**config.mk**
```make
export PLATFORM = sky130hd
export DESIGN_NAME = dispatch_top
export DESIGN_NICKNAME = d
export VERILOG_FILES = /design/src/rtl/dispatch_pkg.sv /design/src/rtl/dispatch.sv /design/src/rtl/dispatch_top.sv /design/src/rtl/rename.sv /design/src/rtl/rename_table.sv /design/src/rtl/sync_fifo.sv
export SDC_FILE = /design/constraint.sdc
export NUM_CORES = 2
export LEC_CHECK = 0
export ABC_CLOCK_PERIOD_IN_PS = 10950
export BUFFER_PORTS_ARGS = -buffer_cell sky130_fd_sc_hd__buf_2
export CELL_PAD_IN_SITES_DETAIL_PLACEMENT = 1
export CELL_PAD_IN_SITES_GLOBAL_PLACEMENT = 2
export CORE_ASPECT_RATIO = 1.2
export CORE_MARGIN = 5
export CORE_UTILIZATION = 43
export CTS_BUF_LIST = sky130_fd_sc_hd__clkbuf_4 sky130_fd_sc_hd__clkbuf_8
export DETAILED_ROUTE_END_ITERATION = 8
export PLACE_DENSITY = 0.78
export RECOVER_POWER = 25
export SYNTH_ARGS = -nofsm -noshare
export SYNTH_HDL_FRONTEND = slang
export SYNTH_SLANG_ARGS = --single-unit
```
**constraint.sdc**
```tcl
create_clock -name CLK -period 10.95 [get_ports CLK]
set_clock_uncertainty 0.05 [all_clocks]
set_input_delay 0.5475 -clock CLK [delete_from_list [all_inputs] [get_ports CLK]]
set_output_delay 0.5475 -clock CLK [all_outputs]
set_load 0.05 [all_outputs]
```
**src/rtl/dispatch_pkg.sv**
```systemverilog
//~~~~~~~~~~~~~~~~~~~~~~~~~~~~~~~~~~~~~~~~~~~~~~~~~~~~~~~~~~~~~~~~~~~~
// Shared sizes and types for the dispatch stage of the RV64I core.
// Every RTL module and the testbench import this package.
// Holds the op and unit encodings, the immediate view and the
// packet formats that move between the queues and dispatch.
//~~~~~~~~~~~~~~~~~~~~~~~~~~~~~~~~~~~~~~~~~~~~~~~~~~~~~~~~~~~~~~~~~~~~
package dispatch_pkg;

	localparam int ARCH_REGS = 32;
	localparam int RB = 4;
	localparam int SLOT_W = 2;
	localparam int NUM_UNITS = 8;
	localparam int IQ_DEPTH = 4;
	localparam int ROB_DEPTH = 8;

	typedef enum logic [5:0] {
		op_lui, op_auipc, op_addi, op_addiw, op_add, op_addw, op_sub, op_subw,
		op_slti, op_sltiu, op_slt, op_sltu, op_xori, op_ori, op_andi,
		op_xor, op_or, op_and,
		op_slli, op_slliw, op_sll, op_sllw, op_srli, op_srliw, op_srl, op_srlw,
		op_srai, op_sraiw, op_sra, op_sraw,
		op_jal, op_jalr,
		op_beq, op_bne, op_blt, op_bge, op_bltu, op_bgeu,
		op_lb, op_lh, op_lw, op_ld, op_lbu, op_lhu, op_lwu,
		op_sb, op_sh, op_sw, op_sd,
		op_fence, op_fence_i,
		op_csrrw, op_csrrs, op_csrrc, op_csrrwi, op_csrrsi, op_csrrci
	} rv_op_e;

	// bit position in unit_vec_t follows this order
	typedef enum logic [2:0] {
		unit_adder,
		unit_logcmp,
		unit_shift,
		unit_jal,
		unit_bru,
		unit_su,
		unit_lu,
		unit_csr
	} unit_e;

	typedef logic [NUM_UNITS-1:0] unit_vec_t;

	typedef struct packed {
		logic [4:0] arch;
		logic [SLOT_W-1:0] slot;
	} phy_tag_t;

	typedef struct packed {
		logic i;
		logic o;
		logic r;
		logic w;
	} fence_set_t;

	typedef struct packed {
		logic [55:0] rsvd;
		fence_set_t pred;
		fence_set_t succ;
	} fence_imm_t;

	// a fence carries its ordering sets in the low byte of the immediate
	typedef union packed {
		logic [63:0] word;
		fence_imm_t fence;
	} imm_u;

	typedef struct packed {
		rv_op_e op;
		logic [63:0] pc;
		imm_u imm;
		logic [4:0] rd;
		logic [4:0] rs1;
		logic [4:0] rs2;
		logic is_rvc;
	} micro_instr_t;

	typedef struct packed {
		rv_op_e op;
		logic [63:0] pc;
		imm_u imm;
		phy_tag_t rd;
		phy_tag_t rs1;
		phy_tag_t rs2;
		logic is_rvc;
	} issue_pkt_t;

	typedef struct packed {
		logic [63:0] pc;
		phy_tag_t rd;
		logic rd_valid;
		logic is_branch;
		logic is_su;
		logic is_csr;
	} rob_entry_t;

endpackage

```
**src/rtl/dispatch.sv**
```systemverilog
//~~~~~~~~~~~~~~~~~~~~~~~~~~~~~~~~~~~~~~~~~~~~~~~~~~~~~~~~~~~~~~~~~~~~
// Dispatch of the instruction queue head. Renames it, picks the issue
// unit, and pushes it to that unit and to the reorder queue in the same
// cycle. Fences take no unit and wait for the memory sides to drain.
//~~~~~~~~~~~~~~~~~~~~~~~~~~~~~~~~~~~~~~~~~~~~~~~~~~~~~~~~~~~~~~~~~~~~
`timescale 1ns/1ps

module dispatch import dispatch_pkg::*; (
	input micro_instr_t iq_head,
	input logic iq_empty,
	output logic iq_pop,
	input logic rob_full,
	output logic rob_push,
	output rob_entry_t rob_info,
	input unit_vec_t issue_full,
	output unit_vec_t issue_push,
	output issue_pkt_t issue_info,
	input logic su_empty,
	input logic lu_busy,
	output logic alloc,
	output phy_tag_t alloc_tag,
	input logic [ARCH_REGS-1:0][SLOT_W-1:0] active_slots,
	input logic [ARCH_REGS-1:0][RB-1:0] used_masks
);

	unit_e tgt_unit;
	logic rd_valid;
	logic is_fence;
	logic is_fence_i;
	phy_tag_t rs1_tag;
	phy_tag_t rs2_tag;
	phy_tag_t rd_tag;
	phy_tag_t rd_out;
	logic rd_run_out;
	fence_set_t pred;
	fence_set_t succ;
	logic wait_ld;
	logic wait_st;
	logic after_ld;
	logic after_st;
	logic fence_stall;
	logic unit_ready;
	logic dispatch_go;

	always_comb begin
		tgt_unit = unit_adder;
		rd_valid = 1'b1;
		is_fence = 1'b0;
		is_fence_i = 1'b0;
		case (iq_head.op)
			op_slti, op_sltiu, op_slt, op_sltu, op_xori, op_ori, op_andi,
			op_xor, op_or, op_and: tgt_unit = unit_logcmp;
			op_slli, op_slliw, op_sll, op_sllw, op_srli, op_srliw, op_srl, op_srlw,
			op_srai, op_sraiw, op_sra, op_sraw: tgt_unit = unit_shift;
			op_jal, op_jalr: tgt_unit = unit_jal;
			op_beq, op_bne, op_blt, op_bge, op_bltu, op_bgeu: begin
				tgt_unit = unit_bru;
				rd_valid = 1'b0;
			end
			op_lb, op_lh, op_lw, op_ld, op_lbu, op_lhu, op_lwu: tgt_unit = unit_lu;
			op_sb, op_sh, op_sw, op_sd: begin
				tgt_unit = unit_su;
				rd_valid = 1'b0;
			end
			op_fence: begin
				is_fence = 1'b1;
				rd_valid = 1'b0;
			end
			op_fence_i: begin
				is_fence_i = 1'b1;
				rd_valid = 1'b0;
			end
			op_csrrw, op_csrrs, op_csrrc, op_csrrwi, op_csrrsi, op_csrrci: tgt_unit = unit_csr;
			default: tgt_unit = unit_adder;
		endcase
	end

	// r and i order the load side, w and o the store side
	assign pred = iq_head.imm.fence.pred;
	assign succ = iq_head.imm.fence.succ;
	assign wait_ld = succ.r | succ.i;
	assign wait_st = succ.w | succ.o;
	assign after_ld = pred.r | pred.i;
	assign after_st = pred.w | pred.o;

	assign fence_stall = (is_fence & (wait_ld | wait_st)
			& ((after_st & ~su_empty) | (after_ld & lu_busy)))
		| (is_fence_i & (~su_empty | lu_busy));

	assign unit_ready = (is_fence | is_fence_i) ? ~fence_stall : ~issue_full[tgt_unit];
	assign dispatch_go = ~iq_empty & ~rob_full & ~rd_run_out & unit_ready;

	assign issue_push = (dispatch_go & ~is_fence & ~is_fence_i)
		? unit_vec_t'(1) << tgt_unit : '0;
	assign rob_push = dispatch_go;
	assign iq_pop = dispatch_go;
	assign alloc = dispatch_go & rd_valid;
	assign alloc_tag = rd_tag;

	// instructions without a destination carry a zero rd tag
	assign rd_out = rd_valid ? rd_tag : '0;

	assign issue_info = '{
		op: iq_head.op,
		pc: iq_head.pc,
		imm: iq_head.imm,
		rd: rd_out,
		rs1: rs1_tag,
		rs2: rs2_tag,
		is_rvc: iq_head.is_rvc
	};

	// fences keep the adder default, so none of the flags is set for them
	assign rob_info = '{
		pc: iq_head.pc,
		rd: rd_out,
		rd_valid: rd_valid,
		is_branch: (tgt_unit == unit_bru),
		is_su: (tgt_unit == unit_su),
		is_csr: (tgt_unit == unit_csr)
	};

	rename i_rename (
		.active_slots(active_slots),
		.used_masks(used_masks),
		.rs1_raw(iq_head.rs1),
		.rs2_raw(iq_head.rs2),
		.rd_raw(iq_head.rd),
		.rd_valid(rd_valid),
		.rs1_tag(rs1_tag),
		.rs2_tag(rs2_tag),
		.rd_tag(rd_tag),
		.rd_run_out(rd_run_out)
	);

endmodule

```
**src/rtl/dispatch_top.sv**
```systemverilog
//~~~~~~~~~~~~~~~~~~~~~~~~~~~~~~~~~~~~~~~~~~~~~~~~~~~~~~~~~~~~~~~~~~~~
// Dispatch subsystem top. The front end fills the instruction queue,
// dispatch renames and routes the head, and commit drains the reorder
// queue and returns physical copies through the free port.
//~~~~~~~~~~~~~~~~~~~~~~~~~~~~~~~~~~~~~~~~~~~~~~~~~~~~~~~~~~~~~~~~~~~~
`timescale 1ns/1ps

module dispatch_top import dispatch_pkg::*; (
	input logic CLK,
	input logic rst,
	input logic fe_push,
	input micro_instr_t fe_instr,
	output logic fe_full,
	output unit_vec_t issue_push,
	input unit_vec_t issue_full,
	output issue_pkt_t issue_info,
	input logic su_empty,
	input logic lu_busy,
	input logic rob_pop,
	output rob_entry_t rob_head,
	output logic rob_empty,
	input logic free_valid,
	input phy_tag_t free_tag
);

	micro_instr_t iq_head;
	logic iq_empty;
	logic iq_pop;
	logic rob_full;
	logic rob_push;
	rob_entry_t rob_info;
	logic alloc;
	phy_tag_t alloc_tag;
	logic [ARCH_REGS-1:0][SLOT_W-1:0] active_slots;
	logic [ARCH_REGS-1:0][RB-1:0] used_masks;

	sync_fifo #(
		.DEPTH(IQ_DEPTH),
		.entry_t(micro_instr_t)
	) i_instr_fifo (
		.CLK(CLK),
		.rst(rst),
		.push(fe_push),
		.din(fe_instr),
		.pop(iq_pop),
		.dout(iq_head),
		.full(fe_full),
		.empty(iq_empty)
	);

	dispatch i_dispatch (
		.iq_head(iq_head),
		.iq_empty(iq_empty),
		.iq_pop(iq_pop),
		.rob_full(rob_full),
		.rob_push(rob_push),
		.rob_info(rob_info),
		.issue_full(issue_full),
		.issue_push(issue_push),
		.issue_info(issue_info),
		.su_empty(su_empty),
		.lu_busy(lu_busy),
		.alloc(alloc),
		.alloc_tag(alloc_tag),
		.active_slots(active_slots),
		.used_masks(used_masks)
	);

	rename_table i_rename_table (
		.CLK(CLK),
		.rst(rst),
		.alloc(alloc),
		.alloc_tag(alloc_tag),
		.free_valid(free_valid),
		.free_tag(free_tag),
		.active_slots(active_slots),
		.used_masks(used_masks)
	);

	// in-order record for commit
	sync_fifo #(
		.DEPTH(ROB_DEPTH),
		.entry_t(rob_entry_t)
	) i_rob_fifo (
		.CLK(CLK),
		.rst(rst),
		.push(rob_push),
		.din(rob_info),
		.pop(rob_pop),
		.dout(rob_head),
		.full(rob_full),
		.empty(rob_empty)
	);

endmodule

```
**src/rtl/rename.sv**
```systemverilog
//~~~~~~~~~~~~~~~~~~~~~~~~~~~~~~~~~~~~~~~~~~~~~~~~~~~~~~~~~~~~~~~~~~~~
// Combinational rename lookup used by dispatch.
// Sources map to their active copy; the destination takes the lowest
// free copy, and rd_run_out flags a destination with none left.
//~~~~~~~~~~~~~~~~~~~~~~~~~~~~~~~~~~~~~~~~~~~~~~~~~~~~~~~~~~~~~~~~~~~~
`timescale 1ns/1ps

module rename import dispatch_pkg::*; (
	input logic [ARCH_REGS-1:0][SLOT_W-1:0] active_slots,
	input logic [ARCH_REGS-1:0][RB-1:0] used_masks,
	input logic [4:0] rs1_raw,
	input logic [4:0] rs2_raw,
	input logic [4:0] rd_raw,
	input logic rd_valid,
	output phy_tag_t rs1_tag,
	output phy_tag_t rs2_tag,
	output phy_tag_t rd_tag,
	output logic rd_run_out
);

	logic [RB-1:0] rd_mask;
	logic [SLOT_W-1:0] free_slot;

	assign rs1_tag = '{arch: rs1_raw, slot: active_slots[rs1_raw]};
	assign rs2_tag = '{arch: rs2_raw, slot: active_slots[rs2_raw]};

	assign rd_mask = used_masks[rd_raw];

	// scan from the top so the lowest free slot is the one left standing
	always_comb begin
		free_slot = '0;
		for (int i = RB - 1; i >= 0; i--) begin
			if (!rd_mask[i])
				free_slot = SLOT_W'(i);
		end
	end

	assign rd_tag = '{arch: rd_raw, slot: free_slot};

	// all copies busy, the writer has to wait for a release
	assign rd_run_out = rd_valid & (&rd_mask);

endmodule

```
**src/rtl/rename_table.sv**
```systemverilog
//~~~~~~~~~~~~~~~~~~~~~~~~~~~~~~~~~~~~~~~~~~~~~~~~~~~~~~~~~~~~~~~~~~~~
// Rename state: the active physical copy and the in-use mask of each
// architectural register. Dispatch allocates a copy through alloc,
// commit hands one back through the free port.
//~~~~~~~~~~~~~~~~~~~~~~~~~~~~~~~~~~~~~~~~~~~~~~~~~~~~~~~~~~~~~~~~~~~~
`timescale 1ns/1ps

module rename_table import dispatch_pkg::*; (
	input logic CLK,
	input logic rst,
	input logic alloc,
	input phy_tag_t alloc_tag,
	input logic free_valid,
	input phy_tag_t free_tag,
	output logic [ARCH_REGS-1:0][SLOT_W-1:0] active_slots,
	output logic [ARCH_REGS-1:0][RB-1:0] used_masks
);

	logic [ARCH_REGS-1:0][SLOT_W-1:0] active_nxt;
	logic [ARCH_REGS-1:0][RB-1:0] used_nxt;

	always_comb begin
		active_nxt = active_slots;
		used_nxt = used_masks;
		if (free_valid)
			used_nxt[free_tag.arch][free_tag.slot] = 1'b0;
		// allocation comes last so it wins over a release of the same slot
		if (alloc) begin
			used_nxt[alloc_tag.arch][alloc_tag.slot] = 1'b1;
			active_nxt[alloc_tag.arch] = alloc_tag.slot;
		end
	end

	// out of reset every register lives in slot 0
	always_ff @(posedge CLK) begin
		if (rst) begin
			active_slots <= '0;
			used_masks <= {ARCH_REGS{RB'(1)}};
		end else begin
			active_slots <= active_nxt;
			used_masks <= used_nxt;
		end
	end

endmodule

```
**src/rtl/sync_fifo.sv**
```systemverilog
//~~~~~~~~~~~~~~~~~~~~~~~~~~~~~~~~~~~~~~~~~~~~~~~~~~~~~~~~~~~~~~~~~~~~
// Synchronous first-word-fall-through queue of any packed entry type.
// The head stays on dout until it is popped. Full and empty are
// registered; a push while full or a pop while empty is dropped.
//~~~~~~~~~~~~~~~~~~~~~~~~~~~~~~~~~~~~~~~~~~~~~~~~~~~~~~~~~~~~~~~~~~~~
`timescale 1ns/1ps

module sync_fifo #(
	parameter int DEPTH = 4,
	parameter type entry_t = logic [7:0]
) (
	input logic CLK,
	input logic rst,
	input logic push,
	input entry_t din,
	input logic pop,
	output entry_t dout,
	output logic full,
	output logic empty
);

	entry_t mem [DEPTH];
	logic [$clog2(DEPTH)-1:0] wr_ptr;
	logic [$clog2(DEPTH)-1:0] rd_ptr;
	logic [$clog2(DEPTH+1)-1:0] count;
	logic [$clog2(DEPTH+1)-1:0] count_nxt;
	logic do_push;
	logic do_pop;

	assign do_push = push & ~full;
	assign do_pop = pop & ~empty;

	// push and pop together leave the count alone
	always_comb begin
		count_nxt = count;
		if (do_push & ~do_pop)
			count_nxt = count + 1'b1;
		else if (do_pop & ~do_push)
			count_nxt = count - 1'b1;
	end

	always_ff @(posedge CLK) begin
		if (rst) begin
			wr_ptr <= '0;
			rd_ptr <= '0;
			count <= '0;
			full <= 1'b0;
			empty <= 1'b1;
		end else begin
			if (do_push)
				wr_ptr <= (wr_ptr == DEPTH - 1) ? '0 : wr_ptr + 1'b1;
			if (do_pop)
				rd_ptr <= (rd_ptr == DEPTH - 1) ? '0 : rd_ptr + 1'b1;
			count <= count_nxt;
			full <= (count_nxt == DEPTH);
			empty <= (count_nxt == 0);
		end
	end

	always_ff @(posedge CLK) begin
		if (do_push)
			mem[wr_ptr] <= din;
	end

	assign dout = mem[rd_ptr];

endmodule

```
-- Word-level counts from Yosys, hierarchy flattened
Memory sizes are Yosys's and may differ from the RTL's. A register that Yosys moved wholly into a read port is not among the register bits.
Cells that the tools add are included.
W data, S select, Z words.
- bits in registers: 213
- input bits: 172
- memories kept: 2
- RAM bits: 1200
- word-level logic and storage cells: 263
- reductions and logical operators: 15
- magnitude comparators: 11
- bitwise logic cells: 46
- equality and inequality tests: 58
- $add $sub $neg: 8
- shift operators: 1
- multiplexer cells: 48
- memory list (memory ; depth ; bits a word ; rd ports ; clocked after Yosys merged registers in ; wr ports ; RTL line ; text):
    i_instr_fifo.mem ; 4 ; 150 ; 1 ; 1 ; 1 ; sync_fifo.sv:22 ; entry_t mem [DEPTH];
    i_rob_fifo.mem ; 8 ; 75 ; 1 ; 1 ; 1 ; sync_fifo.sv:22 ;
- operator list (operator ; number):
    $mux W128 ; 2
    $eq A6 B6 Y1 const B ; 25
    $and A128 B128 Y128 ; 1
    $not A128 Y128 ; 1
    $or A128 B128 Y128 ; 1
    $eq A6 B5 Y1 const B ; 16
    $bwmux W64 ; 1
    $eq A6 B4 Y1 const B ; 8
    $demux W4 S5 ; 2
    $lt A5 B6 Y1 const B ; 4
    $reduce_or A12 Y1 ; 2
    $mux W2 ; 11
    $pmux W3 S7 ; 1
    $and A1 B1 Y1 ; 20
    $bmux W2 S5 ; 2
    $bmux W4 S5 ; 1
    $mux W4 ; 5
    $eq A3 B3 Y1 const B ; 6
    $mux W3 ; 6
    $not A1 Y1 ; 14
    $reduce_or A6 Y1 ; 2
    $mux W1 ; 11
    $demux W2 S5 ; 1
    $ge A5 B1 Y1 const B ; 2
    24 further kinds ; 42

-- Depth between registers and ports, before layout
- depth in word-level cells: 14
- mapped depth: 18
- mapped depth without buffers: 12

-- By module
Synthesis repeated with hierarchy kept, for this count alone.
- cells, all modules: 3029
- area total of the unflattened synthesis: 57331.2 um^2
- modules (own cells, without submodules) (module ; area each (um^2) ; cells each ; times used ; sequential area each (um^2)):
    sync_fifo at i_rob_fifo ; 23198.5 ; 953 ; 1 ; 18317.6
    sync_fifo at i_instr_fifo ; 22238.8 ; 857 ; 1 ; 18237.5
    rename_table ; 7503.4 ; 783 ; 1 ; 3843.7
    dispatch ; 2259.7 ; 309 ; 1 ; 0.0
    rename ; 2130.8 ; 127 ; 1 ; 0.0

-- Worst setup path before layout
Ideal clock, no wire load.
- kind: reg2reg
- start point: reg with a tool-made name
- end point: mem i_rob_fifo.mem[6][0] (netlist name) (enable)
- period minus slack after synthesis: 10.601 ns
- setup time: 0.693 ns
- cell stages (with the launch flop): 11
- slack: 0.349 ns
- arrival time: 9.858 ns
- cells stage by stage: dfxtp_1 > buf_6 > buf_8 > mux4_2 > buf_1 > nor2b_1 > o21ai_0 > and4_1 > clkbuf_1 > nor3_2 > nor4_1
- RTL lines (element ; RTL line):
    end, declared ; sync_fifo.sv:22

==> results summary <==
TritonCTS built the clock tree. The final count of hold timing violations was 0. The internal reg-to-reg setup slack is 4.15 ns. The number of global-route vias before repair came to 33000. The worst setup path is captured at an output port. The library cells used most frequently in the layout, excluding fill and tap cells, are edfxtp_1 (1200), mux4_2 (331), buf_2 (261). The checks that failed: capacitance limit, slew limit. The layout overhead on the synthesized area came out at 16.2%. In this run, post-CTS repair resized a total of 0 instances. For this run, the share of the core covered by cells in the final layout is 0.502. In this run the tool buffered the top-level ports with 412 buffer cells. The total standard cell area after synthesis came out at 56200 um^2. The number of storage elements in the synthesis netlist is about 1400. The mean instance size in the synthesized netlist came out at approximately 18 um^2.

Row generation in the floorplan step produced 145 rows. Of all nets on the critical path, the largest fanout is 36. The number of antenna violations at the first check in global routing is 13. The average routed wire per standard cell is 26.5 um.

The first-pass GRT wire length is 217 mm. The insertion delay to the later sink of the worst-skew pair came out at 0.93 ns. For the worst setup path, the data arrival time is 6.43 ns. The routability congestion estimate from global placement is 0.799. The top-level port count came out at 413. The largest net degree at the start of global routing came out at 151. The leakage power of the design is 21.6 nW. The number of unique standard cell types used by synthesis came out at 69.

The final setup slack of the worst path came out at 3.93 ns. The number of cells produced by synthesis is just over 3000. The total CTS buffers came out at 219. The worst slack at placement is a little under 4 ns. The instance area at placement came out at 59500 um^2. The endpoint identified for the worst register-to-register timing path is i_rob_fifo.mem[7][49]. The clock transition at the register clock pins on the worst setup and hold paths after CTS came out at around 0.06 ns.

The worst relative slew slack is -2.33. The total detailed-routing wirelength came out at 146 mm. The measured slew at the worst slew-check pin is 4.99 ns.

The warning count from the yosys run is 0. The most instantiated flip-flop cell in the synthesis netlist is edfxtp_1. The number of enable flip-flop cells after synthesis came out at 1200. The DRC violations left is 0. Among the stages of the critical path, the cell type that occurs most often is buf_4. Adding up every negative setup slack in the final design gives 0 ns. For this configuration, the core starts out at a cell density of 0.432.

Once detail routing completed, the nets flagged for antenna violations numbered 0. The area of the die came out at 138000 um^2. The maximum vdd drop is approximately 0.00015 V. The tool flagged a number of max-cap violations equal to 6. The first detailed-routing pass ran for 5 iterations.

The number of nets at the end of the flow came out at around 3800. Of the synthesized area, sequential elements account for 0.719. Of the cells placed in the final design, the portion with a size suffix greater than 1 is 0.293.

The H-tree was split into 4 levels. The placeable core region is 130000 um^2. The detailed-placement wirelength estimate is about 91 mm. The startpoint kind of the worst setup timing path is a flip-flop. In this run the worst hold path is classified as input pin to flip-flop. The per-cell via count in the routed design is 5.52. The fraction of registers with async set or reset after synthesis came out at 0. STA puts the critical path data required time at between 10 and 15 ns. The flow ran to the end, but the final reports show violations. The total congestion overflow came out at 0. The sink count of the clock tree is 1418. The number of buffer and inverter instances along the worst setup path came out at 4. The deepest clock path buffer count is 3. The library cell used most frequently in the layout, excluding fill and tap cells, is edfxtp_1. Power spread over the standard cell area amounts to 239 nW/um^2. Summing over every cut layer, the via total after detailed routing is slightly above 30000. The number of DRC markers in iteration 0 came out at ~2400. The count of filler cells inserted in the layout came out at 12200.

The final critical-path required period is 7.02 ns. The critical-path cell with the highest stage delay is buf_4. Traced cell by cell, the critical path runs through buf_4, buf_4, mux4_2, or2_1, a21oi_1, o22ai_1, a311oi_1, o21a_1, nand2_2, nor2_2, buf_4, nand2_1, or3b_1, nor2_1, buf_2.

The end of the critical path is issue_push[1]. The critical path in this run is classified as flip-flop to output port. The count of endpoints failing setup in the final report is 0. The ratio of final minimum period to clock period came out at 0.641. The total stage count of the critical path came out at 15.

The final total power came out at 15.6 mW. From left edge to right edge, the die measures between 300 and 400 um. The global routing usage summed across all routing layers came out at 0.211. Counting every net in the synthesized netlist gives 3232. The worst reg-to-reg path cell count came out at 14.

The die extent in y came out at 406 um. The cell sitting at the root of the clock tree is a clkbuf_8. The number of slew-limit violations in the final report came out at around 260. The highest clock frequency the design can meet came out at 0.142 GHz. The kind of cell with the highest combined delay along the critical path is buffers and inverters. Setup repair after global routing left no endpoint under its margin. The finished cells cover 65300 um^2. In this design, the stage delay of the slowest critical-path cell is around 0.67 ns.
logic make-up after synthesis:
kind of cell    synth area share
flops                      0.719
mux                        0.182
simple gates              0.0374
fa+ha+maj                0.00290
buf+inv                   0.0247
compound gates            0.0322
xor+xnor                 0.00109
cell usage after synthesis, types with 5 or more instances:
cell type / count / area share
o21ai_0: 104 / 0.0093
and3_1: 5 / 0.00056
buf_6: 7 / 0.0014
xnor2_1: 5 / 0.00078
mux2i_1: 180 / 0.032
mux2_2: 85 / 0.017
clkbuf_1: 111 / 0.0074
inv_1: 11 / 0.00074
nand2b_1: 42 / 0.0047
mux4_2: 332 / 0.13
buf_2: 12 / 0.0011
dfxtp_1: 218 / 0.078
nor2_1: 132 / 0.0088
nor2b_1: 13 / 0.0014
edfxtp_1: 1200 / 0.64
and2_1: 9 / 0.0010
ha_1: 13 / 0.0029
a21oi_1: 112 / 0.010
nor3b_1: 8 / 0.0011
nor3_1: 9 / 0.00080
buf_4: 82 / 0.011
buf_1: 42 / 0.0028
o22ai_1: 18 / 0.0020
nand2_1: 158 / 0.011
nand3b_1: 5 / 0.00067
nand3_1: 38 / 0.0034
a221o_1: 32 / 0.0057
stage by stage:
stage | std cells | hold WS [ns]
2_1_floorplan | 3047 | 0.399
3_5_place_dp | 4947 | 0.417
4_1_cts | 5500 | 0.0693
6_report | 5508 | 0.203
3_3_place_gp | 4947 | 0.406
5_1_grt | 5506 | 0.162
flip-flops by register name (all words and copies together) (netlist names), 3 cells and up, named ones only:
register,count
i_instr_fifo.mem,600
i_rob_fifo.mem,600
i_rename_table.used_masks,128
i_rename_table.active_slots,64
i_rob_fifo.count,4
i_instr_fifo.count,3
i_rob_fifo.rd_ptr,3
i_rob_fifo.wr_ptr,3
area by class of cell:
cell class	count	area (um^2)	area share
Timing Repair Buffer	617	3800	0.0582
Clock inverter	103	771	0.0118
Multi-Input combinational cell	1363	14400	0.221
Sequential cell	1418	40400	0.619
Tap cell	1690	2110	0.0324
Inverter	11	41.3	0.000633
Antenna cell	8	20.0	0.000307
Clock buffer	298	3640	0.0559
worst min-delay path: stages:
cell     delay, ns
buf_2         0.17
nor2b_1       0.23
nand2_1       0.10
a21oi_1       0.06
metal layers:
layer,up-vias,routed length (um),track usage
met1,16000,57800,0.264
li1,13300,-,-
met5,-,21,0
met3,250,9410,0.0489
met4,4,4440,0.0738
met2,880,74500,0.363
worst min-delay path by stage:
stage / start / cells after the start / end / slack, ns
floorplan: i_rename_table.used_masks[107] / 2 / i_rename_table.used_masks[107] / 0.40
global placement: i_rename_table.used_masks[107] / 2 / i_rename_table.used_masks[107] / 0.41
detailed placement: i_rename_table.used_masks[115] / 2 / i_rename_table.used_masks[115] / 0.42
CTS: rob_pop / 4 / flip-flop / 0.07
global route: rob_pop / 4 / flip-flop / 0.16
finish: rob_pop / 4 / flip-flop / 0.20
repair_timing:
item / in CTS / in global routing
hold buffers: 152 / 0
setup buffers: 0 / 0
hold endpoints to repair: 642 / 0
where the power goes:
group          switching [mW]  total (mW)  internal (mW)  leakage, nW
Clock                    2.10        4.46           2.37         2.35
Sequential              0.141        6.68           6.54         12.7
Combinational            3.20        4.47           1.27         6.57
Total                    5.44        15.6           10.2         21.6
(Power assumes the default switching activity.)
